[src/design/mem_macros.svh]
`ifndef MEM_MACROS_SVH
`define MEM_MACROS_SVH

// Load/store buffer entries.
`define LSB_DEPTH 4

// SRAM size in 32-bit words.
`define MEM_WORDS 256

// Cycles from acceptance to data_ok in the SRAM controller.
`define MEM_LATENCY 3

`endif
[src/design/mem_pkg.sv]
`include "mem_macros.svh"

package mem_pkg;

    typedef enum logic [2:0] {
        op_lb  = 3'd0,
        op_lh  = 3'd1,
        op_lw  = 3'd2,
        op_lbu = 3'd3,
        op_lhu = 3'd4,
        op_sb  = 3'd5,
        op_sh  = 3'd6,
        op_sw  = 3'd7
    } mem_op_e;

    typedef enum logic [1:0] {
        lsb_idle,
        lsb_loads,   // Queue holds reads only.
        lsb_stores   // Queue holds writes only.
    } lsb_state_e;

    typedef logic [$clog2(`MEM_WORDS)-1:0] word_addr_t;

    typedef struct packed {
        logic        valid;
        mem_op_e     op;
        logic [31:0] addr;   // Byte address.
        logic [31:0] wdata;
    } cpu_req_t;

    typedef struct packed {
        logic        addr_ok;
        logic        data_ok;
        logic [31:0] rdata;
    } cpu_resp_t;

    typedef struct packed {
        logic        req;
        logic        wr;
        logic [3:0]  strb;
        logic [31:0] addr;   // Word aligned.
        logic [31:0] wdata;
    } sramx_req_t;

    typedef struct packed {
        logic        addr_ok;
        logic        data_ok;
        logic [31:0] rdata;
    } sramx_resp_t;

endpackage

[src/design/load_store_buffer.sv]
`timescale 1ns/1ps
`include "mem_macros.svh"

module load_store_buffer (
    input  logic                 clk,
    input  logic                 resetn,
    input  mem_pkg::sramx_req_t  m_req,
    output mem_pkg::sramx_resp_t m_resp,
    output mem_pkg::sramx_req_t  s_req,
    input  mem_pkg::sramx_resp_t s_resp
);
    import mem_pkg::*;

    localparam int DEPTH = `LSB_DEPTH;
    localparam int IW    = $clog2(DEPTH);

    typedef logic [IW-1:0] index_t;

    sramx_req_t       fifo [DEPTH];
    logic [DEPTH-1:0] free_q;   // One bit per entry, set when free.
    index_t           head;
    index_t           tail;
    lsb_state_e       state;

    sramx_req_t tail_elem;
    index_t     tail_nxt;
    logic       fifo_empty;
    logic       fifo_avail;
    logic       kind_ok;
    logic       req_ff_ok;
    logic       fifo_push;
    logic       fifo_pop;
    logic       s_accept;

    assign tail_elem  = fifo[tail];
    assign tail_nxt   = index_t'(tail + 1'b1);
    assign fifo_empty = free_q[tail];
    assign fifo_avail = free_q[head];
    assign kind_ok    = (state == lsb_idle) || (m_req.wr == (state == lsb_stores));
    assign req_ff_ok  = m_req.req && fifo_empty && s_resp.data_ok;   // Fast-forward.
    assign fifo_push  = m_req.req && fifo_avail && kind_ok && !req_ff_ok;
    assign fifo_pop   = !fifo_empty && s_resp.data_ok;
    assign s_accept   = s_req.req && s_resp.addr_ok;

    always_ff @(posedge clk) begin
        if (resetn) begin
            head   <= '0;
            tail   <= '0;
            free_q <= '1;
            state  <= lsb_idle;
        end else begin
            for (int i = 0; i < DEPTH; i++) begin
                if (fifo_push && head == index_t'(i))
                    free_q[i] <= 1'b0;
                else if (fifo_pop && tail == index_t'(i))
                    free_q[i] <= 1'b1;
            end

            if (fifo_push)
                head <= index_t'(head + 1'b1);
            if (fifo_pop)
                tail <= tail_nxt;

            // Last entry leaving returns the buffer to idle.
            if (fifo_push)
                state <= m_req.wr ? lsb_stores : lsb_loads;
            else if (fifo_pop && free_q[tail_nxt])
                state <= lsb_idle;
        end
    end

    always_ff @(posedge clk) begin
        for (int i = 0; i < DEPTH; i++) begin
            if (fifo_push && head == index_t'(i)) begin
                fifo[i]     <= m_req;
                fifo[i].req <= !(fifo_empty && s_resp.addr_ok);   // Already sent on bypass.
            end else if (s_accept && tail == index_t'(i)) begin
                fifo[i].req <= 1'b0;
            end
        end
    end

    always_comb begin
        m_resp.addr_ok = fifo_push || req_ff_ok;
        m_resp.data_ok = req_ff_ok
                      || (fifo_push && m_req.wr)
                      || (state == lsb_loads && s_resp.data_ok);
        m_resp.rdata   = s_resp.rdata;
    end

    assign s_req = fifo_empty ? m_req : tail_elem;

    // A full queue has its pointers met.
    a_no_push_full: assert property (@(posedge clk) disable iff (resetn)
        (free_q == '0) |-> (head == tail) && !m_resp.addr_ok);

    // Downstream only answers what was queued.
    a_no_pop_empty: assert property (@(posedge clk) disable iff (resetn)
        s_resp.data_ok |-> !fifo_empty || req_ff_ok);

    a_mode_idle: assert property (@(posedge clk) disable iff (resetn)
        (state == lsb_idle) == fifo_empty);

    a_mode_kind: assert property (@(posedge clk) disable iff (resetn)
        !fifo_empty |-> (tail_elem.wr == (state == lsb_stores)));
endmodule

[config.mk]
export PLATFORM = sky130hd
export DESIGN_NAME = load_store_buffer
export DESIGN_NICKNAME = d
export VERILOG_FILES = /design/src/design/mem_pkg.sv /design/src/design/load_store_buffer.sv
export VERILOG_INCLUDE_DIRS = /design/src /design/src/design
export SDC_FILE = /design/constraint.sdc
export NUM_CORES = 1
export LEC_CHECK = 0
export BUFFER_PORTS_ARGS = -buffer_cell sky130_fd_sc_hd__buf_2
export CAP_MARGIN = 5
export CORE_MARGIN = 1
export CORE_UTILIZATION = 26
export CTS_CLUSTER_DIAMETER = 150
export DETAILED_ROUTE_END_ITERATION = 7
export GPL_ROUTABILITY_DRIVEN = 0
export PLACE_DENSITY_LB_ADDON = 0.1
export SYNTH_ARGS = -nofsm -noshare
export SYNTH_HDL_FRONTEND = slang
export SYNTH_SLANG_ARGS = --single-unit
[constraint.sdc]
create_clock -name clk -period 4.4 [get_ports clk]
set_input_delay 1.32 -clock clk [delete_from_list [all_inputs] [get_ports clk]]
set_output_delay 1.32 -clock clk [all_outputs]
set_load 0.01 [all_outputs]
### After elaboration in Yosys (flattened, before gate mapping)

Memories as Yosys holds them, arrays and structs flattened. A register that Yosys moved wholly into a read port is not among the register bits.
Index checks and enable logic that the tools add are counted.

* add/subtract/negate cells: 2
* $mul: 0
* divide/modulo/power cells: 0
* order comparisons: 3
* equal/unequal tests: 9
* shifts and indexed selects: 0
* mux-type cells: 48
* bitwise operators: 8
* reduce and logical (&&, ||, !) cells: 38

Operator list (count)
* 70-bit 2-to-1 mux: 1
* 1-bit 2-to-1 mux: 39
* 1-bit logical AND: 23
* 2-bit == test, second input constant: 5
* 2-bit 2-to-1 mux: 5
* 2-bit nonzero test: 5
* 2-bit by 3-bit less-than comparator with 1-bit output, second input constant: 3
* 1-bit bitwise OR: 8
* 1-bit binary-select mux with 2-bit select: 3
* 2-bit by 1-bit == test with 1-bit output, second input constant: 3
* 2-bit logical NOT: 3
* 2-bit by 1-bit adder with 2-bit output, second input constant: 2
* 1-bit logical OR: 4
* 1-bit logical NOT: 3
* 1-bit == test: 1

* bits in registers: 10
* bits in latches: 0
* bits in writable memories: 280
* ROM bits: 0
* bits of input ports: 106
* output and inout bits: 104
* logic and storage cells: 116
* memories kept: 1

Memory list
* fifo: depth 4, width 70, rd ports 1, clocked after memory_dff 1, write ports 4, line load_store_buffer.sv:19 `sramx_req_t fifo [DEPTH];`

### Depth between registers and ports, before layout

Gate-level depths: netlist of run 1.

* depth after elaboration: 11
* depth in mapped cells: 6
* gate-level depth less buffers: 6

### Least setup slack after synthesis of run 1

Ideal clock, no wire load.

* kind: in2reg
* from: input m_req[69] in the netlist's numbering
* to: memory fifo[2][0] in the netlist's numbering (enable)
* library setup time: 0.423 ns
* arrival: 3.390 ns
* data required time: 3.977 ns
* slack: 0.587 ns
* stages on the path: 4
* path buffers: 0
* cell sequence: a21boi_0 -> and3_1 -> nand3_1 -> inv_1

RTL lines
* start: declaration: line load_store_buffer.sv:7 `input mem_pkg::sramx_req_t m_req,`
* end: declaration: line load_store_buffer.sv:19

==> summary.md, run 1 <==
| Metric | Value |
|---|---|
| Crit path max fanout | 27 |
| Post-layout net count | 826 |
| Die Ht | 219 um |
| Die width | 219 um |
| Final setup violation count | 0 |
| Tmin final | 4150 ps |
| Area Overhead vs Synth | 19.0% |
| Hold wc startpoint | state[1]$_SDFFE_PP0P_ |
| Setup_tns | 0 ps |
| Mean post-synth cell area | 21.5 sq um |
| Post-synth top area share | 68.5% |
| Buf+Inv Stages, Crit Path | 2 |
| Final Non-Filler Cells | 1344 |
| Register area | 0.00866 sq mm |
| Syn nets | 686 |
| Vias in the first global route | 6545 |
| Site Rows | 79 |
| Area occupied by multi-input gates | 0.00315 sq mm |
| Hold WS | 497 ps |
| Number of cells on the worst reg-to-reg path | 5 |
| Total CTS buffers | 35 |
| Post-CTS setup buffer count | 0 |
| First-pass iteration count of the detailed router | 4 |
| Share of the clock period used by the worst path after layout | 94.3% |
| GRT Total Usage | 11.8% |
| Crit path depth | 4 |
| P_leak | 5.10 nW |
| Run status | complete, no violations |
| Peak supply drop | 0.175 mV |
| Top cells by area, synth | edfxtp_1 (69%), mux4_2 (13%), mux2_4 (8.3%), buf_4 (2.0%), dfxtp_1 (2.0%) |
| Initial Utilization | 26.4% |
| WHS Endpoint | state[1]$_SDFFE_PP0P_ |
| Clock sinks | 292 |
| Crit path launch type | register |
| Clock skew | 16.9 ps |
| Netlist cell types | 29 |
| Crit path DAT | 2830 ps |
| Drt total wl | 27.9 mm |
| Post-DRT Antenna Nets | 0 |
| Achievable Freq | 241 MHz |
| Flops & latches, synth | 292 |
| Max clock buf depth | 3 |
| Hpwl dp | 16.6 mm |
| Post-DR wirelength/cell | 20.7 um |
| Worst R2R Setup Slack | 1430 ps |
| CTS Hold Buffers Added | 0 |
| First-pass GRT wire length | 41.5 mm |
| Initial DRC Count | 284 |
| R2R Path Start | tail[0]$_SDFFE_PP0P_ |
| Fraction of layout cells with a size suffix above 1 | 48.3% |
| Hold Crit Class | reg -> reg |
| Routed via count | 5989 |
| Final hold vios | 0 |
| Critical Path Max Stage Delay | 870 ps |
| Delay-heaviest family, CP | multiplexers |
| Port Buf Inserts | 145 |
| Initial antenna violation count | 4 |
| Worst hold path depth | 2 |
| WP data required | 3080 ps |
| Reg clk slew, reported paths | 60 ps |
| Power Dens Cells | 472 mW/mm^2 |
| Placed insts | 1282 |
| Commonest register cell after synthesis | edfxtp_1 |
| Largest net degree at the start of global routing | 38 |
| Yosys top cell by area | edfxtp_1 |
| Register area share after synthesis | 70.5% |
| Cells after Synth | 572 |
| Count leader, synth | edfxtp_1 |
| Slew headroom | 56.3% |
| DRC | 0 |
| Synth Warn # | 0 |
| # diodes | 0 |
| Placeable Area | 0.0466 sq mm |
| RSZ-0062 raised after global routing | false |
| Boundary Pins | 210 |
| Die area | 0.0481 sq mm |
| CP Cell Sequence | mux4_4 -> buf_4 -> mux2_4 -> buf_2 |
| Layout fillers | 4501 |
| Max-slew violations | 0 |
| CTS tree | yes |
| Synthesized area | 0.0123 sq mm |
| Mean number of vias per cell | 4.46 |
| CP Capture Type | output pin |
| Post-synth EDFFs | 280 |
| Post-CTS resize count | 0 |
| Slew @ Worst Pin | 655 ps |
| Crit-path slowest cell | mux4_4 |
| H-tree depth | 2 |
| Worst r2r dst | fifo[2][34]$_DFFE_PP_ |
| Root buffer selected by CTS | clkbuf_16 |
| Remaining Overflow, GRT | 0 |
| Worst-skew pair later-pin latency | 530 ps |
| Synth async-reset ratio | 0% |
| Critical path class | reg -> out |
| Synth cell count leaders | edfxtp_1 (280), mux4_2 (73), mux2_4 (68) |
| Number of max-cap violations | 0 |
cell usage in the layout (no fill, tap or decap), types with 3 or more instances in the layout:
cell type,count
clkinv_2,7
a21oi_1,7
and4_1,3
buf_12,6
a22o_1,4
nand3_1,8
clkbuf_16,37
buf_4,11
nand2_1,10
nor2_1,3
clkinv_1,10
ha_1,8
mux4_2,72
mux2_4,68
buf_2,145
dfxtp_1,10
clkbuf_1,9
inv_1,7
a21o_1,8
edfxtp_1,280
how the worst max path moves through the flow:
stage / from / end / slack [ps]
final: tail[0]$_SDFFE_PP0P_ / s_req[29] / 250
after CTS: tail[0]$_SDFFE_PP0P_ / s_req[64] / 200
after global routing: tail[0]$_SDFFE_PP0P_ / s_req[42] / 140
after floorplan: m_req[69] / fifo[2][0]$_DFFE_PP_ / 590
after detailed placement: m_req[69] / m_resp[32] / 370
after global placement: m_req[68] / m_resp[32] / 540
registers in the layout, summed over array words and instances, names as in the netlist, named ones only:
register,flops
fifo,280
state,2
head,2
free_q,4
tail,2
logic make-up after synthesis:
logic type      count (synthesis)  synth area share (%)
simple gates                   32                  1.40
mux                           144                  22.0
fa+ha+maj                       8                 0.816
compound gates                 25                  1.40
xor+xnor                        1                0.0714
flops                         292                  70.5
buf+inv                        70                  3.85
power breakdown:
group / switching (mW) / total (mW) / internal [mW]
combinational: 0.477 / 0.954 / 0.477
clock: 1.09 / 2.67 / 1.59
sequential: 0.0522 / 3.26 / 3.21
cell type report:
cell class / instances / share of cell area, %
tap: 607 / 5.20
multi-input combinational: 210 / 21.6
clock inverter: 16 / 0.668
timing repair buffer: 162 / 6.36
sequential: 292 / 59.3
inverter: 11 / 0.317
clock buffer: 46 / 6.57
tightest hold or removal path, stage by stage, from the launching register on:
cell and delay (ps):
dfxtp_1 320, nand2b_1 70, o32ai_1 60
metal layers:
| layer | track usage (%) | wire length, um |
|---|---|---|
| met1 | 14.7 | 11800 |
| met2 | 19.5 | 13900 |
| met3 | 3.13 | 1400 |
| met4 | 4.86 | 656 |
| met5 | 0 | 51 |
metrics by stage:
stage	setup slack [ps]	total power, mW	util, %	cell area [sq um]
2_1_floorplan	587	3.99	-	12300
3_3_place_gp	538	4.29	29.1	13500
3_5_place_dp	365	4.31	29.1	13500
4_1_cts	198	7.04	31.4	14600
5_1_grt	137	7.19	31.4	14600
6_report	252	6.89	31.4	14600
Power figures use the tool's default switching activity.
==> run 2: changes to the inputs <==
==> constraint.sdc (replaced) <==
create_clock -name clk -period 4.7 [get_ports clk]
set_input_delay 1.41 -clock clk [delete_from_list [all_inputs] [get_ports clk]]
set_output_delay 1.41 -clock clk [all_outputs]
set_load 0.01 [all_outputs]
==> summary.md, run 2 (same netlist as run 1, synthesis figures left out) <==
| Metric | Value |
|---|---|
| Run status | complete, no violations |
| Max clock buf depth | 3 |
| Number of max-cap violations | 0 |
| Routing usage on met3 | 2.98% |
| Root buffer selected by CTS | clkbuf_16 |
| Initial Utilization | 26.4% |
| Crit path max fanout | 38 |
| Commonest non-fill, non-tap cell in the layout | edfxtp_1 |
| Drt total wl | 27.4 mm |
| Final hold vios | 0 |
| Slew headroom | 41.3% |
| Site Rows | 79 |
| Port Buf Inserts | 145 |
| GRT Total Usage | 11.7% |
| Power Dens Cells | 445 mW/mm^2 |
| Crit path DAT | 2980 ps |
| Post-CTS setup buffer count | 0 |
| WP data required | 3290 ps |
| Setup_tns | 0 ps |
| Tmin final | 4390 ps |
| # diodes | 0 |
| Die Ht | 219 um |
| Remaining Overflow, GRT | 0 |
| Peak supply drop | 0.172 mV |
| Initial DRC Count | 264 |
| Boundary Pins | 210 |
| Initial antenna violation count | 3 |
| Met1 Use GR | 14.0% |
| Post-placement cell area | 0.0135 sq mm |
| RSZ-0062 raised after global routing | false |
| Total power | 6.50 mW |
| CTS tree | yes |
| Top reg by flops | fifo |
| CP Capture Type | output pin |
| Max-slew violations | 0 |
| Die width | 219 um |
| Total CTS buffers | 35 |
| Met2 Resource Use GR | 19.7% |
| Worst-skew pair later-pin latency | 530 ps |
| Post-layout net count | 826 |
| Critical path class | reg -> out |
| Achievable Freq | 228 MHz |
| DRC | 0 |
| Post-DRT Antenna Nets | 0 |
| Reg clk slew, reported paths | 60 ps |
| Most used routing layer | met2 |
| Vias in the first global route | 6624 |
| Most frequent cells in the layout | edfxtp_1 (280), buf_2 (145), mux4_2 (72) |
| Max reg flops | 280 |
| Top flop regs | fifo x280, free_q x4 |
| Post-DR wirelength/cell | 20.4 um |
| Routed via count | 5947 |
| Area Overhead vs Synth | 18.9% |
| Final instance area | 0.0146 sq mm |
| Clock skew | 16.3 ps |
| Final Non-Filler Cells | 1343 |
| Final setup violation count | 0 |
| Post-CTS resize count | 0 |
| Fraction of layout cells with a size suffix above 1 | 49.3% |
| Placed insts | 1282 |
| Die area | 0.0481 sq mm |
| Hold Crit Class | reg -> reg |
| Placeable Area | 0.0466 sq mm |
| Share of the clock period used by the worst path after layout | 93.4% |
| P_leak | 5.12 nW |
| Mean number of vias per cell | 4.43 |
| First-pass iteration count of the detailed router | 4 |
| H-tree depth | 2 |
| Crit path launch type | register |
| Clock sinks | 292 |
| Slew @ Worst Pin | 880 ps |
| Largest net degree at the start of global routing | 51 |
| First-pass GRT wire length | 40.8 mm |
| CTS Hold Buffers Added | 0 |
| Hpwl dp | 16.2 mm |
run 2: cell count changes in the layout (fill, tap and decap cells not counted), sizes merged:
cell      before  now
clkinvlp       2    1
clkbuf        46   42
clkinv        17   20
bufinv         1    2
run 2: worst max-delay path, stage by stage (launching register included):
cell	delay [ps]
dfxtp_1	490
mux4_4	890
buf_4	430
mux2_4	420
buf_2	140
run 2: path summary, 6_finish.rpt:
check                             start                     to  depth (start not counted)  slack (ps)
setup / recovery   tail[0]$_SDFFE_PP0P_              s_req[25]                          4         310
hold / removal    state[1]$_SDFFE_PP0P_  state[1]$_SDFFE_PP0P_                          2         500
setup reg to reg   tail[0]$_SDFFE_PP0P_  fifo[2][11]$_DFFE_PP_                          5        1590
hold reg to reg   state[1]$_SDFFE_PP0P_  state[1]$_SDFFE_PP0P_                          2         500
run 2: layout make-up:
cell class | instances | area [sq um]
clock buffer | 42 | 945
clock inverter | 19 | 140
fill | 4480 | 32000
inverter | 11 | 46.3
multi-input combinational | 210 | 3150
sequential | 292 | 8660
tap | 607 | 759
timing repair buffer | 162 | 891
run 2: per-stage QoR:
| stage | utilization [%] | setup slack [ps] | hold slack, ps |
|---|---|---|---|
| after CTS | 31.3 | 249 | 504 |
| final | 31.3 | 310 | 499 |
| after detailed placement | 29.0 | 479 | 492 |
| after global routing | 31.3 | 188 | 527 |
| after floorplan | - | 797 | 461 |
| after global placement | 29.0 | 630 | 480 |
run 2: per-layer routing:
layer	share of wire (%)	wire length (um)
met5	0.17	47
met4	2.7	740
met3	4.8	1300
met2	51	14000
met1	41	11300
run 2: report_power, final:
| group | internal, mW | total (mW) | switching, mW |
|---|---|---|---|
| registers | 3.01 | 3.05 | 0.0481 |
| clock network | 1.54 | 2.55 | 1.02 |
| logic | 0.441 | 0.887 | 0.445 |
| total | 4.98 | 6.50 | 1.51 |
==> run 3: changes to the inputs <==
--- a/config.mk
+++ b/config.mk
@@ -10,6 +10,7 @@
 export CAP_MARGIN = 5
 export CORE_MARGIN = 1
 export CORE_UTILIZATION = 26
+export CTS_BUF_LIST = sky130_fd_sc_hd__clkbuf_2
 export CTS_CLUSTER_DIAMETER = 150
 export DETAILED_ROUTE_END_ITERATION = 7
 export GPL_ROUTABILITY_DRIVEN = 0
==> summary.md, run 3 (same netlist as run 1, synthesis figures left out) <==
| Metric | Value |
|---|---|
| Run status | complete, no violations |
| Hold WS | 504 ps |
| Fraction of layout cells with a size suffix above 1 | 53.5% |
| Area Overhead vs Synth | 16.2% |
| Boundary Pins | 210 |
| Number of cells on the worst reg-to-reg path | 6 |
| Mean number of vias per cell | 4.36 |
| Initial antenna violation count | 4 |
| Site Rows | 79 |
| Setup_tns | 0 ps |
| P_leak | 5.12 nW |
| DRC | 0 |
| Final instance area | 0.0143 sq mm |
| Number of max-cap violations | 0 |
| Crit path launch type | register |
| Hpwl dp | 16.2 mm |
| Top reg by flops | fifo |
| Max reg flops | 280 |
| Post-DRT Antenna Nets | 0 |
| GRT Total Usage | 12.0% |
| Most frequent cells in the layout | edfxtp_1 (280), buf_2 (145), clkbuf_2 (108) |
| Initial Utilization | 26.4% |
| H-tree depth | 3 |
| Post-placement cell area | 0.0135 sq mm |
| Initial DRC Count | 229 |
| Layout fillers | 4553 |
| Vias in the first global route | 7009 |
| Peak supply drop | 0.123 mV |
| CTS tree | yes |
| Root buffer selected by CTS | clkbuf_2 |
| Final hold vios | 0 |
| First-pass iteration count of the detailed router | 4 |
| Commonest non-fill, non-tap cell in the layout | edfxtp_1 |
| Die width | 219 um |
| Max-slew violations | 0 |
| Crit path max fanout | 11 |
| Cell-internal power | 4.23 mW |
| Share of the clock period used by the worst path after layout | 93.9% |
| Top flop regs | fifo x280, free_q x4 |
| Post-layout net count | 873 |
| Port Buf Inserts | 145 |
| Max clock buf depth | 3 |
| Crit path DAT | 3000 ps |
| WP data required | 3290 ps |
| Tmin final | 4410 ps |
| Post-DR wirelength/cell | 19.7 um |
| Achievable Freq | 227 MHz |
| Total CTS buffers | 79 |
| CP Capture Type | output pin |
| Clock sinks | 292 |
| Remaining Overflow, GRT | 0 |
| Clock power share | 31.0% |
| Register area | 0.00866 sq mm |
| Routed via count | 6167 |
| Sw frac | 26.2% |
| Critical path class | reg -> out |
| RSZ-0062 raised after global routing | false |
| Slew headroom | 40.9% |
| CTS Hold Buffers Added | 0 |
| Die area | 0.0481 sq mm |
| Die Ht | 219 um |
| Total power | 5.72 mW |
| Reg clk slew, reported paths | 90 ps |
| Power Dens Cells | 401 mW/mm^2 |
| Final setup violation count | 0 |
| Hold Crit Class | reg -> reg |
| Slew @ Worst Pin | 887 ps |
| Placeable Area | 0.0466 sq mm |
| Worst hold path depth | 2 |
| Switching Power | 1.50 mW |
| Comb pwr share | 15.8% |
| Largest net degree at the start of global routing | 51 |
| Area occupied by multi-input gates | 0.00316 sq mm |
| Clock skew | 48.8 ps |
| Worst-skew pair later-pin latency | 980 ps |
| First-pass GRT wire length | 41.4 mm |
| Seq pwr share | 53.2% |
| Drt total wl | 27.8 mm |
## run 3: final timing paths
| kind | from | to | slack (ps) |
|---|---|---|---|
| worst max-delay path | tail[0]$_SDFFE_PP0P_ | s_req[69] | 290 |
| worst min-delay path | state[1]$_SDFFE_PP0P_ | state[1]$_SDFFE_PP0P_ | 500 |
| worst max register to register | tail[0]$_SDFFE_PP0P_ | fifo[2][1]$_DFFE_PP_ | 1790 |
| worst min register to register | state[1]$_SDFFE_PP0P_ | state[1]$_SDFFE_PP0P_ | 500 |
## run 3: power groups by stage
stage | sequential, mW | clock [mW] | combinational (mW)
after global routing | 3.06 | 2.01 | 0.986
after floorplan | 3.09 | 0 | 0.648
after global placement | 3.10 | 0 | 0.906
after CTS | 3.05 | 1.90 | 0.938
after detailed placement | 3.11 | 0 | 0.914
final | 3.04 | 1.77 | 0.906
## run 3: timing repair
item | in CTS | in global routing
hold endpoints to repair | 0 | 0
buffers inserted | 3 | 0
endpoints found under the setup margin | 68 | 1
gates cloned | 0 | 0
pin swaps | 0 | 0
gates resized for setup | 3 | 1
## run 3: per-stage QoR
stage | cells | setup WS [ps] | utilization [%]
2_1_floorplan | 572 | 797 | -
3_3_place_gp | 1282 | 630 | 29.0
3_5_place_dp | 1282 | 479 | 29.0
4_1_cts | 1412 | 36.4 | 30.6
5_1_grt | 1413 | 46.0 | 30.6
6_report | 1413 | 288 | 30.6
## run 3: area by class of cell
class | count | share of cell area [%]
Multi-Input combinational cell | 210 | 22.2
Tap cell | 607 | 5.33
Inverter | 11 | 0.325
Clock inverter | 19 | 1.08
Clock buffer | 108 | 3.79
Timing Repair Buffer | 165 | 6.60
Antenna cell | 1 | 0.0175
Sequential cell | 292 | 60.7
## run 3: routing by layer
layer / share of wire (%) / routed length, um / track usage [%] / up-vias
met3: 6.5 / 1800 / 4.26 / 57
li1: - / - / - / 2723
met1: 40 / 11200 / 13.7 / 3188
met2: 51 / 14100 / 19.6 / 193
met4: 2.4 / 665 / 6.23 / 6
met5: 0.16 / 44 / 0 / -
## run 3: critical path, stage by stage, from the launching register on
cell and delay [ps]:
dfxtp_2 420, mux4_4 730, buf_4 200, buf_4 200
mux2_4 350, buf_2 150
