`src/design/mem_macros.svh`:
```
`ifndef MEM_MACROS_SVH
`define MEM_MACROS_SVH

// Load/store buffer entries.
`define LSB_DEPTH 4

// SRAM size in 32-bit words.
`define MEM_WORDS 256

// Cycles from acceptance to data_ok in the SRAM controller.
`define MEM_LATENCY 3

`endif
```
`src/design/mem_pkg.sv`:
```
`include "mem_macros.svh"

package mem_pkg;

    typedef enum logic [2:0] {
        op_lb  = 3'd0,
        op_lh  = 3'd1,
        op_lw  = 3'd2,
        op_lbu = 3'd3,
        op_lhu = 3'd4,
        op_sb  = 3'd5,
        op_sh  = 3'd6,
        op_sw  = 3'd7
    } mem_op_e;

    typedef enum logic [1:0] {
        lsb_idle,
        lsb_loads,   // Queue holds reads only.
        lsb_stores   // Queue holds writes only.
    } lsb_state_e;

    typedef logic [$clog2(`MEM_WORDS)-1:0] word_addr_t;

    typedef struct packed {
        logic        valid;
        mem_op_e     op;
        logic [31:0] addr;   // Byte address.
        logic [31:0] wdata;
    } cpu_req_t;

    typedef struct packed {
        logic        addr_ok;
        logic        data_ok;
        logic [31:0] rdata;
    } cpu_resp_t;

    typedef struct packed {
        logic        req;
        logic        wr;
        logic [3:0]  strb;
        logic [31:0] addr;   // Word aligned.
        logic [31:0] wdata;
    } sramx_req_t;

    typedef struct packed {
        logic        addr_ok;
        logic        data_ok;
        logic [31:0] rdata;
    } sramx_resp_t;

endpackage

```
`src/design/access_align.sv`:
```
`timescale 1ns/1ps
`include "mem_macros.svh"

module access_align (
    input  logic                 clk,
    input  logic                 resetn,
    input  mem_pkg::cpu_req_t    cpu_req,
    output mem_pkg::cpu_resp_t   cpu_resp,
    output mem_pkg::sramx_req_t  s_req,
    input  mem_pkg::sramx_resp_t s_resp
);
    import mem_pkg::*;

    localparam int QDEPTH = `LSB_DEPTH + `MEM_LATENCY;
    localparam int QW     = $clog2(QDEPTH);

    typedef struct packed {
        mem_op_e    op;
        logic [1:0] off;
    } ld_tag_t;

    ld_tag_t       tag_q [QDEPTH];
    logic [QW-1:0] wr_ptr;
    logic [QW-1:0] rd_ptr;
    logic [QW:0]   count;

    logic        is_store;
    logic        q_empty;
    logic        q_full;
    logic        ld_acc;
    logic        st_acc;
    logic        ld_done;
    logic [1:0]  off;
    ld_tag_t     cur_tag;
    ld_tag_t     fmt_tag;
    logic [31:0] lane;

    assign off      = cpu_req.addr[1:0];
    assign is_store = cpu_req.op inside {op_sb, op_sh, op_sw};
    assign q_empty  = (count == '0);
    assign q_full   = (count == (QW + 1)'(QDEPTH));
    assign ld_acc   = s_req.req && !is_store && s_resp.addr_ok;
    assign st_acc   = s_req.req && is_store && s_resp.addr_ok;
    assign ld_done  = s_resp.data_ok && !st_acc;   // Store completions land in their accept cycle.

    assign cur_tag.op  = cpu_req.op;
    assign cur_tag.off = off;
    assign fmt_tag     = q_empty ? cur_tag : tag_q[rd_ptr];

    always_comb begin
        s_req       = '0;
        s_req.req   = cpu_req.valid && !(!is_store && q_full);
        s_req.wr    = is_store;
        s_req.addr  = {cpu_req.addr[31:2], 2'b00};
        case (cpu_req.op)
            op_lb, op_lbu, op_sb: begin
                s_req.strb  = 4'b0001 << off;
                s_req.wdata = {4{cpu_req.wdata[7:0]}};
            end
            op_lh, op_lhu, op_sh: begin
                s_req.strb  = off[1] ? 4'b1100 : 4'b0011;
                s_req.wdata = {2{cpu_req.wdata[15:0]}};
            end
            default: begin
                s_req.strb  = 4'b1111;
                s_req.wdata = cpu_req.wdata;
            end
        endcase
    end

    always_comb begin
        lane             = s_resp.rdata >> {fmt_tag.off, 3'b000};
        cpu_resp.addr_ok = s_req.req && s_resp.addr_ok;
        cpu_resp.data_ok = s_resp.data_ok;
        case (fmt_tag.op)
            op_lb:   cpu_resp.rdata = {{24{lane[7]}}, lane[7:0]};
            op_lbu:  cpu_resp.rdata = {24'b0, lane[7:0]};
            op_lh:   cpu_resp.rdata = {{16{lane[15]}}, lane[15:0]};
            op_lhu:  cpu_resp.rdata = {16'b0, lane[15:0]};
            default: cpu_resp.rdata = s_resp.rdata;
        endcase
    end

    always_ff @(posedge clk) begin
        if (resetn) begin
            wr_ptr <= '0;
            rd_ptr <= '0;
            count  <= '0;
        end else begin
            if (ld_acc)
                wr_ptr <= (wr_ptr == QW'(QDEPTH - 1)) ? '0 : wr_ptr + 1'b1;
            if (ld_done)
                rd_ptr <= (rd_ptr == QW'(QDEPTH - 1)) ? '0 : rd_ptr + 1'b1;
            count <= count + (QW + 1)'(ld_acc) - (QW + 1)'(ld_done);
        end
    end

    always_ff @(posedge clk) begin
        if (ld_acc)
            tag_q[wr_ptr] <= cur_tag;
    end

    // Every load completion must match a recorded load.
    a_done_has_tag: assert property (@(posedge clk) disable iff (resetn)
        ld_done |-> !q_empty || ld_acc);

    a_half_aligned: assert property (@(posedge clk) disable iff (resetn)
        cpu_req.valid && (cpu_req.op inside {op_lh, op_lhu, op_sh}) |-> !cpu_req.addr[0]);
endmodule

```
`config.mk`:
```
export PLATFORM = sky130hd
export DESIGN_NAME = access_align
export DESIGN_NICKNAME = d
export VERILOG_FILES = /design/src/design/mem_pkg.sv /design/src/design/access_align.sv
export VERILOG_INCLUDE_DIRS = /design/src /design/src/design
export SDC_FILE = /design/constraint.sdc
export NUM_CORES = 1
export LEC_CHECK = 0
export BUFFER_PORTS_ARGS = -buffer_cell sky130_fd_sc_hd__buf_2
export CAP_MARGIN = 20
export CELL_PAD_IN_SITES_DETAIL_PLACEMENT = 1
export CELL_PAD_IN_SITES_GLOBAL_PLACEMENT = 1
export CORE_AREA = 2 2 153 80
export CTS_BUF_LIST = sky130_fd_sc_hd__clkbuf_8
export DETAILED_ROUTE_END_ITERATION = 6
export DIE_AREA = 0 0 155 82
export PLACE_DENSITY_LB_ADDON = 0.1
export SLEW_MARGIN = 20
export SYNTH_ARGS = -nofsm -noshare
export SYNTH_HDL_FRONTEND = slang
export SYNTH_SLANG_ARGS = --single-unit
```
`constraint.sdc`:
```
create_clock -name clk -period 3.7 [get_ports clk]
set_input_delay 0.185 -clock clk [delete_from_list [all_inputs] [get_ports clk]]
set_output_delay 0.185 -clock clk [all_outputs]
set_load 0.01 [all_outputs]
```
# After elaboration in Yosys (flattened, before gate mapping)
# Memories as Yosys holds them, arrays and structs flattened. A register that Yosys moved wholly into a read port is not among the register bits.
# Index checks and enable logic that the tools add are counted.
[op_classes]
add_sub_neg = 4
mul = 0
n_div = 0
order_cmp = 0
eq_ne = 12
shifts = 2
mux = 11
n_bitwise = 0
n_reduce_logical = 17
[op_table]
columns = ["cell", "count"]
rows = [
  ["one-hot mux 32 bit (4 select lines)", 1],
  ["one-hot mux 32 bit (2 select lines)", 1],
  [">> shifter 32 x 5 -> 16 bit", 1],
  ["equality test 3 bit (second input constant)", 7],
  ["2-to-1 mux 3 bit", 4],
  ["logical AND 1 bit", 8],
  ["one-hot mux 4 bit (2 select lines)", 1],
  ["adder 3 x 1 -> 3 bit (second input constant)", 2],
  ["equality test 3 x 1 -> 1 bit (second input constant)", 2],
  ["equality test 3 x 2 -> 1 bit (second input constant)", 2],
  ["zero test 3 bit", 2],
  ["OR reduction 3 bit", 2],
  ["2-to-1 mux 5 bit", 1],
  ["adder 4 x 1 -> 4 bit", 1],
  ["equality test 4 x 3 -> 1 bit (second input constant)", 1],
  ["zero test 4 bit", 1],
  ["2-to-1 mux 4 bit", 1],
  ["<< shifter 1 x 2 -> 4 bit (first input constant)", 1],
  ["subtractor 4 x 1 -> 4 bit", 1],
  ["zero test 1 bit", 3],
  ["nonzero test 3 bit", 1],
  ["2-to-1 mux 1 bit", 2],
]
[word_totals]
reg_bits = 10
latchBits = 0
ram_bits = 35
mem_bits_ro = 0
out_inout_bits = 104
word_cells = 50
memories = 1
[mem_list]
columns = ["memory", "words", "word_bits", "read_ports", "rd_clocked_by_memory_dff", "wr", "line_no", "source"]
rows = [
  ["tag_q", 7, 5, 1, 1, 1, "access_align.sv:22", "ld_tag_t tag_q [QDEPTH];"],
]

# Logic depth before layout (Yosys ltp)
# Gate-level depths: netlist of the first run.
[logic_depth]
word_depth = 12
ltp_mapped = 14
ltp_nobuf = 12

# Worst setup path after synthesis of the first run
# Ideal clock, no wire load.
[synth_timing]
path_kind = "input-to-reg"
startpoint = "input cpu_req[64] (netlist bit)"
endpoint = "register count[2]"
setup_time_ns = 0.128
t_arrival_ns = 2.421
path_slack_ns = 1.151
path_stages = 13
path_cell_list = "clkbuf_1 or2_2 clkbuf_1 nand2_1 inv_1 nor3_1 inv_1 ha_1 inv_1 ha_1 fa_1 xnor2_1 nor2_1"
[synth_via]
elab_chain_len = 11
word_cells_on_any_way = 16
classes_between = "add/sub: 2; eq/ne: 3; reduce/logical: 11"
[synth_lines]
columns = ["item", "line_no", "source"]
rows = [
  ["from (decl)", "access_align.sv:7", "input mem_pkg::cpu_req_t cpu_req,"],
  ["equality test 3 bit", "access_align.sv:39", "assign is_store = cpu_req.op inside {op_sb, op_sh, op_sw};"],
  ["nonzero test 3 bit (*)", "access_align.sv:39", ""],
  ["via is_store", "access_align.sv:27", "logic is_store;"],
  ["parallel branches: the longest is 8 deep, another holds adder 4 x 1 -> 4 bit", "-", ""],
  ["subtractor 4 x 1 -> 4 bit (*)", "access_align.sv:94", "count <= count + (QW + 1)'(ld_acc) - (QW + 1)'(ld_done);"],
  ["to (signal assigned)", "access_align.sv:94", ""],
  ["to (decl)", "access_align.sv:25", "logic [QW:0] count;"],
]
# Mark *: on every way through the listed nets, which the timed path passes.
# A chain may end at the register's enable or synchronous reset.

==> flow_summary.rst, run 1 <==
.. list-table::
   :header-rows: 1

   * - Metric
     - Value
   * - Layout Area Growth over Synthesis
     - 15.6%
   * - Launching element type of the critical path
     - register
   * - Placeable core area
     - 11500 µm²
   * - Total Die Area
     - 12700 µm²
   * - TritonCTS clock tree
     - built
   * - Area taken by flip-flops and latches
     - 1310 µm²
   * - Setup repair after global routing missed its margin
     - no
   * - Number of hold violations in the final report
     - 0
   * - Mean area per synthesized cell
     - 9.03 µm²
   * - List of cells traversed by the critical path
     - mux4_1 -> nand3_1 -> nand3_2 -> a2111oi_1 -> a311oi_4 -> a21oi_1 -> buf_2
   * - Count of antenna diodes in the layout
     - 0
   * - Top Ports
     - 208
   * - Die boundary height
     - 82 µm
   * - CTS Buf Count
     - 5
   * - Cell family contributing the most delay on the critical path
     - compound AO/OA/AOI/OAI gates
   * - Synth Warn #
     - 0
   * - Setup tns final
     - 0 ns
   * - Combined area of the multi-input logic cells
     - 2350 µm²
   * - Power density over cell area
     - 573 nW/µm²
   * - Count of port buffers added during placement
     - 145
   * - Predominant post-synthesis flop cell
     - sky130_fd_sc_hd__edfxtp_1
   * - Setup skew after layout
     - 0.00831 ns
   * - Wire length of the first global-routing pass
     - 20700 µm
   * - Part of the cycle the worst path needs
     - 94.4%
   * - Post-route DRC violation count
     - 0
   * - Total setup buffers inserted after CTS
     - 0
   * - Routed via count divided by cell count
     - 5.60
   * - Number of enable-type register cells in the synthesized netlist
     - 35
   * - Async S/R FF share, synth
     - 0%
   * - Headroom to the max-slew limit
     - 39.8%
   * - Minimum clock period after layout
     - 3.49 ns
   * - Cell variety after synth
     - 55
   * - Number of gates resized after CTS
     - 0
   * - Share of final-layout standard cells stronger than drive strength 1
     - 37.7%
   * - Root buffer selected by CTS
     - sky130_fd_sc_hd__clkbuf_8
   * - Pre-CTS setup slack
     - 0.570 ns
   * - Maximum resistive drop on vdd
     - 0.182 mV
   * - Buf+Inv Stages, Crit Path
     - 1
   * - Via total after detailed routing
     - 3940
   * - Number of flip-flops and latches in the synthesized netlist
     - 48
   * - RD Place Congestion
     - 0.817
   * - Crit-path max FO
     - 18
   * - Sequential fraction of the synthesis area
     - 31.6%
   * - Least-Margin Pin Slew
     - 0.901 ns
   * - Pin count of the biggest net entering global routing
     - 44
   * - Total count of max-transition violations in the final report
     - 0
   * - Arrival time of data at the critical path endpoint
     - 3.31 ns
   * - Initial antenna violation count
     - 0
   * - DIE WIDTH
     - 155 µm
   * - Starting density of the core
     - 36.2%
   * - Drt first pass iters
     - 4
   * - Post-detailed-route count of antenna-violating nets
     - 0
   * - Layout Cells excl Fill
     - 704
   * - Routed wirelength normalized by instance count
     - 19.3 µm
   * - Total number of clock tree sinks
     - 48
   * - Delay contributed by the slowest stage of the critical path
     - 0.69 ns
   * - Synthesized cell area
     - 4150 µm²
   * - Clock Latency Late Sink
     - 0.31 ns
   * - Total Routing Usage GR
     - 21.0%
   * - Setup CP Type
     - reg -> out
   * - Standard cell with the maximum stage delay on the critical path
     - sky130_fd_sc_hd__a2111oi_1
   * - CTS H-Tree Depth
     - 2
   * - Fill cell instance count of the final layout
     - 1386
   * - P_leak
     - 0.00204 µW
   * - Total overflow reported by the global router
     - 0
   * - Cell total after placement
     - 696
   * - Status
     - finished clean
   * - Cell count after synthesis
     - 459
   * - Worst Slack Setup Final
     - 0.207 ns
   * - Overall routed net length
     - 13600 µm
   * - Worst-case register-to-register setup slack
     - 1.21 ns
   * - Maximum achievable frequency
     - 0.286 GHz
   * - Clk slew on worst S/H paths
     - 0.10 ns
   * - Row count
     - 28
   * - Class of the most critical hold timing path
     - in -> reg
   * - Iter 0 DRT Violations
     - 254
   * - Net total in the final layout
     - 664
   * - Count of hold buffers inserted by post-cts repair
     - 0
   * - Via count of the first global-routing pass
     - 3715
   * - Max clock buf depth
     - 2
   * - Setup violations, final
     - 0
   * - Endpoint required time on the critical path
     - 3.51 ns
   * - Kind of capture point of the worst setup path
     - output port
   * - Max-cap violations
     - 0
   * - Post-detail-place hpwl
     - 10500 µm
==> through the flow <==
| stage | hold slack [ns] | util, % | power, µW | area (µm²) |
|---|---|---|---|---|
| after floorplan | 0.284 | - | 1800 | 4150 |
| after global placement | 0.370 | 40.9 | 2330 | 4680 |
| after detailed placement | 0.370 | 40.9 | 2350 | 4680 |
| after CTS | 0.185 | 41.8 | 2750 | 4790 |
| after global routing | 0.192 | 41.8 | 2950 | 4790 |
| final | 0.191 | 41.8 | 2740 | 4790 |
==> sequential cells by signal, summed over array words and instances (netlist names), named ones only <==
signal / count
tag_q: 35
count: 4
rd_ptr: 3
wr_ptr: 3
==> cells in the final DEF, fill, tap and decap left out, types with 12 or more instances in the layout <==
master and instances:
sky130_fd_sc_hd__a21oi_1 36, sky130_fd_sc_hd__nor3_1 12, sky130_fd_sc_hd__o21ai_0 20, sky130_fd_sc_hd__nor2_1 41
sky130_fd_sc_hd__edfxtp_1 35, sky130_fd_sc_hd__nand2_1 48, sky130_fd_sc_hd__nand3_2 13, sky130_fd_sc_hd__mux2_2 21
sky130_fd_sc_hd__nand3_1 15, sky130_fd_sc_hd__buf_2 145, sky130_fd_sc_hd__dfxtp_1 13, sky130_fd_sc_hd__o211ai_1 12
==> layer usage <==
layer	up-vias	share of wire (%)	track usage, %
met3	16	8.8	4.85
li1	1859	-	-
met1	1906	49	31.2
met2	159	41	30.8
met5	-	0	0
met4	0	1.0	4.07
==> cell families after synthesis <==
group	Yosys count	synth area share, %
compound gates	117	21.1
xor+xnor	4	0.845
fa+ha+maj	7	2.29
buf+inv	78	11.7
flops	48	31.6
mux	38	11.8
other cells	1	0.0905
simple gates	166	20.5
==> worst paths after layout <==
kind	startpoint	to	cells after the start
min reg2reg	rd_ptr[2]	rd_ptr[2]	2
max reg2reg	count[3]	count[2]	11
max	register	cpu_resp[12]	7
min	resetn	count[3]	2
==> area by class of cell <==
cell class,instances,share of cell area [%]
Clock inverter,3,0.888
Sequential cell,48,27.4
Clock buffer,5,1.44
Inverter,10,0.783
Multi-Input combinational cell,334,49.1
Tap cell,150,3.92
Timing Repair Buffer,154,16.6
==> cell usage after synthesis (2+ instances only) <==
| master | count | area [µm²] |
|---|---|---|
| sky130_fd_sc_hd__mux2i_1 | 11 | 110 |
| sky130_fd_sc_hd__nand3_2 | 13 | 130 |
| sky130_fd_sc_hd__o211a_1 | 2 | 20.0 |
| sky130_fd_sc_hd__nor3_1 | 12 | 60.1 |
| sky130_fd_sc_hd__o311ai_0 | 7 | 61.3 |
| sky130_fd_sc_hd__o21a_1 | 2 | 15.0 |
| sky130_fd_sc_hd__ha_1 | 6 | 75.1 |
| sky130_fd_sc_hd__o211ai_1 | 12 | 90.1 |
| sky130_fd_sc_hd__buf_2 | 5 | 25.0 |
| sky130_fd_sc_hd__nand3_1 | 15 | 75.1 |
| sky130_fd_sc_hd__nor2b_1 | 2 | 12.5 |
| sky130_fd_sc_hd__a2bb2oi_1 | 7 | 61.3 |
| sky130_fd_sc_hd__o32ai_1 | 8 | 70.1 |
| sky130_fd_sc_hd__a21oi_1 | 36 | 180 |
| sky130_fd_sc_hd__a31oi_2 | 2 | 25.0 |
| sky130_fd_sc_hd__nand4_1 | 9 | 56.3 |
| sky130_fd_sc_hd__mux2_2 | 21 | 236 |
| sky130_fd_sc_hd__nor3b_1 | 10 | 75.1 |
| sky130_fd_sc_hd__buf_1 | 4 | 15.0 |
| sky130_fd_sc_hd__nand2_1 | 48 | 180 |
| sky130_fd_sc_hd__mux4_1 | 4 | 105 |
| sky130_fd_sc_hd__nand2b_1 | 7 | 43.8 |
| sky130_fd_sc_hd__xnor2_1 | 3 | 26.3 |
| sky130_fd_sc_hd__buf_6 | 4 | 45.0 |
| sky130_fd_sc_hd__and3_1 | 3 | 18.8 |
| sky130_fd_sc_hd__clkbuf_1 | 13 | 48.8 |
| sky130_fd_sc_hd__dfxtp_1 | 13 | 260 |
| sky130_fd_sc_hd__a211oi_1 | 9 | 67.6 |
| sky130_fd_sc_hd__inv_1 | 10 | 37.5 |
| sky130_fd_sc_hd__o21ai_0 | 20 | 100 |
| sky130_fd_sc_hd__nor2_1 | 41 | 154 |
| sky130_fd_sc_hd__o2111ai_4 | 2 | 52.6 |
| sky130_fd_sc_hd__buf_4 | 42 | 315 |
| sky130_fd_sc_hd__edfxtp_1 | 35 | 1050 |
==> report_power, final <==
| group | switching (µW) | leakage (µW) | internal, µW |
|---|---|---|---|
| Sequential | 24.3 | 0.000422 | 599 |
| Clock | 192 | 0.0000558 | 201 |
| Combinational | 1080 | 0.00157 | 652 |
Note: power is estimated with default switching activity, not from simulation.
==> run 2: changes to the inputs <==
- PLACE_DENSITY_LB_ADDON: 0.1 -> 0.2
==> run 2 against run 1 <==
  * First-iteration DRC count is 47% higher
  * Count of clock-buffer cells in the layout stayed put
  * Fmax is 1.0% higher
  * Largest cell class unchanged
  * Highest routed layer unchanged
==> flow_summary.rst, run 2 (same netlist as run 1, synthesis figures left out) <==
.. list-table::
   :header-rows: 1

   * - Metric
     - Value
   * - Number of hold violations in the final report
     - 0 (unchanged)
   * - Minimum clock period after layout
     - 3.46 ns (was 3.49 ns)
   * - Total setup buffers inserted after CTS
     - 0 (unchanged)
   * - Post-detailed-route count of antenna-violating nets
     - 0 (unchanged)
   * - Least-Margin Pin Slew
     - 0.923 ns (was 0.901 ns)
   * - Cell occurring most often along the worst timing path
     - sky130_fd_sc_hd__nor2_1
   * - Startpoint of the lowest-slack hold path
     - resetn (unchanged)
   * - Wire length of the first global-routing pass
     - 21800 µm (was 20700 µm)
   * - Number of gates resized after CTS
     - 0 (unchanged)
   * - Launching element type of the critical path
     - register (unchanged)
   * - Capture point of the worst reg-to-reg path
     - count[2] (unchanged)
   * - Reg2reg start
     - count[3] (unchanged)
   * - Starting density of the core
     - 36.2% (unchanged)
   * - Power share of the sequential group
     - 23.2% (was 22.7%)
   * - TritonCTS clock tree
     - built (unchanged)
   * - R2r worst-path depth
     - 11 (unchanged)
   * - Initial antenna violation count
     - 0 (unchanged)
   * - Count of port buffers added during placement
     - 145 (unchanged)
   * - Standard cell with the maximum stage delay on the critical path
     - sky130_fd_sc_hd__or3b_1 (was sky130_fd_sc_hd__a2111oi_1)
   * - P_leak
     - 0.00204 µW (about the same)
   * - Routed via count divided by cell count
     - 5.59 (was 5.60)
   * - Max clock buf depth
     - 2 (unchanged)
   * - Via count of the first global-routing pass
     - 3962 (was 3715)
   * - Hold Path Sink
     - count[2] (was count[3])
   * - Setup violations, final
     - 0 (unchanged)
   * - CTS Buf Count
     - 5 (unchanged)
   * - Placeable core area
     - 11500 µm² (unchanged)
   * - Clock Latency Late Sink
     - 0.31 ns (about the same)
   * - Total number of clock tree sinks
     - 48 (unchanged)
   * - Part of the total power dissipated in the clock network
     - 11.2% (was 14.3%)
   * - Flip-flop count of the largest register, all copies and words added
     - 35 (unchanged)
   * - Switching part of the total power
     - 48.0% (was 47.1%)
   * - Pin count of the biggest net entering global routing
     - 38 (was 44)
   * - Arrival time of data at the critical path endpoint
     - 3.27 ns (was 3.31 ns)
   * - Delay contributed by the slowest stage of the critical path
     - 0.50 ns (was 0.69 ns)
   * - Critical path launch point
     - count[2]
   * - Kind of capture point of the worst setup path
     - output port (unchanged)
   * - Setup tns final
     - 0 ns (unchanged)
   * - Setup CP Type
     - reg -> out (unchanged)
   * - Clk slew on worst S/H paths
     - 0.09 ns (was 0.10 ns)
   * - Count of hold buffers inserted by post-cts repair
     - 0 (unchanged)
   * - Total Routing Usage GR
     - 21.8% (was 21.0%)
   * - Post-route DRC violation count
     - 0 (unchanged)
   * - DIE WIDTH
     - 155 µm (unchanged)
   * - Endpoint required time on the critical path
     - 3.51 ns (about the same)
   * - Share of final-layout standard cells stronger than drive strength 1
     - 37.5% (was 37.7%)
   * - Root buffer selected by CTS
     - sky130_fd_sc_hd__clkbuf_8 (unchanged)
   * - Register containing the most flip-flops in the final layout
     - tag_q (unchanged)
   * - Most used cells in the layout excluding fill and tap cells
     - 145 x sky130_fd_sc_hd__buf_2, 48 x sky130_fd_sc_hd__nand2_1, 41 x sky130_fd_sc_hd__nor2_1 (unchanged)
   * - Total overflow reported by the global router
     - 0 (unchanged)
   * - Fill cell instance count of the final layout
     - 1392 (was 1386)
   * - Routed wirelength normalized by instance count
     - 19.7 µm (was 19.3 µm)
   * - Count of antenna diodes in the layout
     - 0 (unchanged)
   * - Total count of max-transition violations in the final report
     - 0 (unchanged)
   * - Layout Area Growth over Synthesis
     - 15.0% (was 15.6%)
   * - Via total after detailed routing
     - 3943 (was 3940)
   * - Max-cap violations
     - 0 (unchanged)
   * - Layout Cell Area excl Fill
     - 4770 µm² (was 4790 µm²)
   * - Cell-internal power
     - 1400 µW (was 1450 µW)
   * - Post-detail-place hpwl
     - 10700 µm (was 10500 µm)
   * - Cell count of the worst hold path
     - 2 (unchanged)
   * - Part of the power in combinational logic
     - 65.6% (was 63.0%)
   * - Setup repair after global routing missed its margin
     - no (unchanged)
   * - Net total in the final layout
     - 665 (was 664)
   * - Class of the most critical hold timing path
     - in -> reg (unchanged)
   * - Row count
     - 28 (unchanged)
   * - Cell area after placement
     - 4690 µm² (was 4680 µm²)
   * - Power density over cell area
     - 564 nW/µm² (was 573 nW/µm²)
   * - Overall routed net length
     - 13900 µm (was 13600 µm)
   * - Top Ports
     - 208 (unchanged)
   * - Status
     - finished clean (unchanged)
   * - Die boundary height
     - 82 µm (unchanged)
   * - Switch Pwr
     - 1290 µW (about the same)
   * - Crit-path max FO
     - 19 (was 18)
   * - Maximum achievable frequency
     - 0.289 GHz (was 0.286 GHz)
   * - Largest regs
     - tag_q (35), count (4) (unchanged)
   * - Most frequent standard cell in the layout excluding fill and tap cells
     - sky130_fd_sc_hd__buf_2 (unchanged)
   * - Setup skew after layout
     - 0.00858 ns (was 0.00831 ns)
   * - Worst-case register-to-register setup slack
     - 1.24 ns (was 1.21 ns)
   * - Headroom to the max-slew limit
     - 37.7% (was 39.8%)
   * - RD Place Congestion
     - 0.841 (was 0.817)
   * - Iter 0 DRT Violations
     - 373 (was 254)
   * - CTS H-Tree Depth
     - 2 (unchanged)
   * - Maximum resistive drop on vdd
     - 0.198 mV (was 0.182 mV)
   * - Total Die Area
     - 12700 µm² (unchanged)
   * - Drt first pass iters
     - 4 (unchanged)
   * - List of cells traversed by the critical path
     - inv_1 -> ha_1 -> or3b_1 -> nor2_1 -> a31oi_2 -> mux2_4 -> nor2_1 -> a2bb2oi_1 -> buf_2 (was mux4_1 -> nand3_1 -> nand3_2 -> a2111oi_1 -> a311oi_4 -> a21oi_1 -> buf_2)
   * - Part of the cycle the worst path needs
     - 93.4% (was 94.4%)
[run 2: cell type report]
| type | instances | area, µm² | area share [%] |
|---|---|---|---|
| multi-input cells | 334 | 2350 | 49.3 |
| inverters | 10 | 37.5 | 0.787 |
| well taps | 150 | 188 | 3.94 |
| clock inverters | 3 | 11.3 | 0.236 |
| flip-flops and latches | 48 | 1310 | 27.5 |
| clock buffers | 5 | 68.8 | 1.44 |
| repair buffers | 155 | 801 | 16.8 |
[run 2: layer usage]
layer  share of wire [%]  global-route usage, %  vias up
li1                    -                      -     1862
met4                0.73                   4.35        0
met2                  43                   34.4      153
met1                  49                   30.9     1913
met5                   0                      0        -
met3                 7.1                   4.91       15
[run 2: worst max-delay path: cells and delay by family, from the launching register on]
| family | cells | cell delay, ns |
|---|---|---|
| muxes | 1 | 0.45 |
| adders and majority gates | 1 | 0.21 |
| AOI/OAI and AO/OA | 2 | 0.60 |
| buffers and inverters | 2 | 0.23 |
| and+or+nand+nor | 3 | 1.11 |
| DFF | 1 | 0.35 |
[run 2: worst max path at each step]
stage,to,slack (ns)
4_1_cts,cpu_resp[8],0.24
3_3_place_gp,cpu_resp[10],0.67
6_report,cpu_resp[2],0.24
3_5_place_dp,cpu_resp[8],0.60
5_1_grt,cpu_resp[3],0.03
2_1_floorplan,count[2],1.15
[run 2: metrics by stage]
step | setup WS (ns) | hold slack [ns] | utilization (%) | total power [µW] | cells
floorplan | 1.15 | 0.284 | - | 1800 | 460
global placement | 0.674 | 0.370 | 40.9 | 2330 | 697
detailed placement | 0.600 | 0.370 | 40.9 | 2390 | 697
CTS | 0.243 | 0.193 | 41.6 | 2690 | 705
global route | 0.0252 | 0.203 | 41.6 | 2900 | 705
finish | 0.243 | 0.203 | 41.6 | 2690 | 705
[run 2: power groups by stage]
| stage | logic (µW) | registers [µW] | clock network, µW |
|---|---|---|---|
| 2_1_floorplan | 1180 | 622 | 0 |
| 5_1_grt | 1940 | 628 | 331 |
| 4_1_cts | 1760 | 623 | 310 |
| 6_report | 1760 | 623 | 301 |
| 3_3_place_gp | 1700 | 633 | 0 |
| 3_5_place_dp | 1750 | 635 | 0 |
==> run 3: changes to the inputs <==
- CELL_PAD_IN_SITES_DETAIL_PLACEMENT: 1 -> 0
- CELL_PAD_IN_SITES_GLOBAL_PLACEMENT: 1 -> 2
- CORE_AREA: 2 2 153 80 -> 2 2 176 92
- DIE_AREA: 0 0 155 82 -> 0 0 178 94
==> run 3 against run 2 <==
  * Register-to-register slack about the same
  * Largest power group unchanged
  * Fmax increased by 1.1%
  * Critical endpoint is now cpu_resp[5]
  * Cell count increased by 8.2%
==> flow_summary.rst, run 3 (same netlist as run 1, synthesis figures left out) <==
.. list-table::
   :header-rows: 1

   * - Metric
     - Value
   * - Count of port buffers added during placement
     - 145 (unchanged)
   * - Via count of the first global-routing pass
     - 3451 (was 3962)
   * - Clock Latency Late Sink
     - 0.31 ns (about the same)
   * - Wire length of the first global-routing pass
     - 20400 µm (was 21800 µm)
   * - Crit-path max FO
     - 19 (unchanged)
   * - Power density over cell area
     - 562 nW/µm² (was 564 nW/µm²)
   * - Initial antenna violation count
     - 0 (unchanged)
   * - Post-detail-place hpwl
     - 10300 µm (was 10700 µm)
   * - Overall routed net length
     - 13500 µm (was 13900 µm)
   * - Row count
     - 32 (was 28)
   * - Class of the most critical hold timing path
     - in -> reg (unchanged)
   * - Arrival time of data at the critical path endpoint
     - 3.24 ns (was 3.27 ns)
   * - Most frequent standard cell in the layout excluding fill and tap cells
     - sky130_fd_sc_hd__buf_2 (unchanged)
   * - Iter 0 DRT Violations
     - 309 (was 373)
   * - Max clock buf depth
     - 2 (unchanged)
   * - CTS Buf Count
     - 5 (unchanged)
   * - Number of gates resized after CTS
     - 0 (unchanged)
   * - Most used cells in the layout excluding fill and tap cells
     - 145 x sky130_fd_sc_hd__buf_2, 48 x sky130_fd_sc_hd__nand2_1, 41 x sky130_fd_sc_hd__nor2_1 (unchanged)
   * - Layout Cells excl Fill
     - 763 (was 705)
   * - Setup tns final
     - 0 ns (unchanged)
   * - Largest regs
     - tag_q (35), count (4) (unchanged)
   * - RD Place Congestion
     - 0.764 (was 0.841)
   * - Total overflow reported by the global router
     - 0 (unchanged)
   * - CTS H-Tree Depth
     - 2 (unchanged)
   * - Cell total after placement
     - 755 (was 697)
   * - Launching element type of the critical path
     - register (unchanged)
   * - TritonCTS clock tree
     - built (unchanged)
   * - Least-Margin Pin Slew
     - 0.793 ns (was 0.923 ns)
   * - Net total in the final layout
     - 669 (was 665)
   * - Fill cell instance count of the final layout
     - 1590 (was 1392)
   * - Die boundary height
     - 94 µm (was 82 µm)
   * - Total number of clock tree sinks
     - 48 (unchanged)
   * - Register containing the most flip-flops in the final layout
     - tag_q (unchanged)
   * - Setup violations, final
     - 0 (unchanged)
   * - Total power of the final layout
     - 2750 µW (was 2690 µW)
   * - Total Routing Usage GR
     - 16.0% (was 21.8%)
   * - Count of antenna diodes in the layout
     - 0 (unchanged)
   * - Maximum achievable frequency
     - 0.292 GHz (was 0.289 GHz)
   * - Number of hold violations in the final report
     - 0 (unchanged)
   * - Share of final-layout standard cells stronger than drive strength 1
     - 38.5% (was 37.5%)
   * - Top Ports
     - 208 (unchanged)
   * - DIE WIDTH
     - 178 µm (was 155 µm)
   * - Routed via count divided by cell count
     - 5.03 (was 5.59)
   * - Headroom to the max-slew limit
     - 46.5% (was 37.7%)
   * - Setup CP Type
     - reg -> out (unchanged)
   * - Status
     - finished clean (unchanged)
   * - Placeable core area
     - 15100 µm² (was 11500 µm²)
   * - Setup skew after layout
     - 0.0135 ns (was 0.00858 ns)
   * - Maximum resistive drop on vdd
     - 0.152 mV (was 0.198 mV)
   * - Flip-flop count of the largest register, all copies and words added
     - 35 (unchanged)
   * - Clk slew on worst S/H paths
     - 0.10 ns (was 0.09 ns)
   * - Kind of capture point of the worst setup path
     - output port (unchanged)
   * - Setup repair after global routing missed its margin
     - no (unchanged)
   * - Starting density of the core
     - 27.5% (was 36.2%)
   * - Via total after detailed routing
     - 3835 (was 3943)
   * - Layout Area Growth over Synthesis
     - 18.2% (was 15.0%)
   * - P_leak
     - 0.00207 µW (was 0.00204 µW)
   * - Part of the cycle the worst path needs
     - 92.5% (was 93.4%)
   * - Count of hold buffers inserted by post-cts repair
     - 0 (unchanged)
   * - Post-route DRC violation count
     - 0 (unchanged)
   * - Endpoint required time on the critical path
     - 3.51 ns (about the same)
   * - Pin count of the biggest net entering global routing
     - 38 (unchanged)
   * - Post-detailed-route count of antenna-violating nets
     - 0 (unchanged)
   * - Root buffer selected by CTS
     - sky130_fd_sc_hd__clkbuf_8 (unchanged)
   * - Drt first pass iters
     - 4 (unchanged)
   * - Total count of max-transition violations in the final report
     - 0 (unchanged)
   * - Total setup buffers inserted after CTS
     - 0 (unchanged)
   * - Worst hold margin
     - 0.201 ns (was 0.203 ns)
   * - Routed wirelength normalized by instance count
     - 17.6 µm (was 19.7 µm)
   * - Total Die Area
     - 16700 µm² (was 12700 µm²)
   * - Max-cap violations
     - 0 (unchanged)
   * - Minimum clock period after layout
     - 3.42 ns (was 3.46 ns)
-- run 3: cell count changes in the layout (fill, tap and decap cells not counted) --
cell | previous run | this run
sky130_fd_sc_hd__a2111oi_1 | 1 | 0
sky130_fd_sc_hd__clkinv_1 | 1 | 0
sky130_fd_sc_hd__bufinv_16 | 0 | 1
sky130_fd_sc_hd__a2111oi_2 | 0 | 1
sky130_fd_sc_hd__buf_4 | 10 | 14
sky130_fd_sc_hd__clkinv_2 | 0 | 1
sky130_fd_sc_hd__inv_1 | 12 | 11
-- run 3: report_power, final --
group	switching, µW	internal, µW
Clock	184	198
Combinational	1080	672
Sequential	22.7	599
-- run 3: final timing paths --
check,startpoint,endpoint,slack [ns],cells after the start
setup / recovery,count[2],cpu_resp[5],0.28,8
hold / removal,resetn,wr_ptr[0],0.20,2
setup reg to reg,count[3],count[2],1.23,11
hold reg to reg,rd_ptr[2],rd_ptr[2],0.51,2
-- run 3: final cells by class --
type	count	area, µm²	area share (%)
multi-input cells	334	2360	48.1
clock buffers	5	68.8	1.40
well taps	204	255	5.21
repair buffers	159	831	17.0
inverters	10	37.5	0.766
clock inverters	3	38.8	0.792
flip-flops and latches	48	1310	26.8
-- run 3: metal layers --
layer  global-route usage, %  part of all wire (%)  vias to the layer above  routed length [µm]
met5                       0                     0                        -                   0
met2                    20.5                    38                      173                5140
met4                    2.94                  0.73                        0                  98
li1                        -                     -                     1877                   -
met3                    3.80                   9.1                        7                1220
met1                    26.0                    52                     1778                7000
-- run 3: through the flow --
step / utilization [%] / instance area, µm² / setup slack [ns]
2_1_floorplan: - / 4150 / 1.15
3_3_place_gp: 31.7 / 4790 / 0.694
3_5_place_dp: 31.7 / 4790 / 0.627
4_1_cts: 32.4 / 4890 / 0.281
5_1_grt: 32.5 / 4900 / 0.0356
6_report: 32.5 / 4900 / 0.279
-- run 3: worst max-delay path, stage by stage, from the launching register on --
cell and delay (ns):
sky130_fd_sc_hd__dfxtp_1 0.32, sky130_fd_sc_hd__inv_1 0.08, sky130_fd_sc_hd__ha_1 0.16, sky130_fd_sc_hd__or3b_1 0.59
sky130_fd_sc_hd__a31oi_2 0.48, sky130_fd_sc_hd__mux2_4 0.46, sky130_fd_sc_hd__nor2_1 0.48, sky130_fd_sc_hd__a2bb2oi_1 0.20
sky130_fd_sc_hd__buf_2 0.15
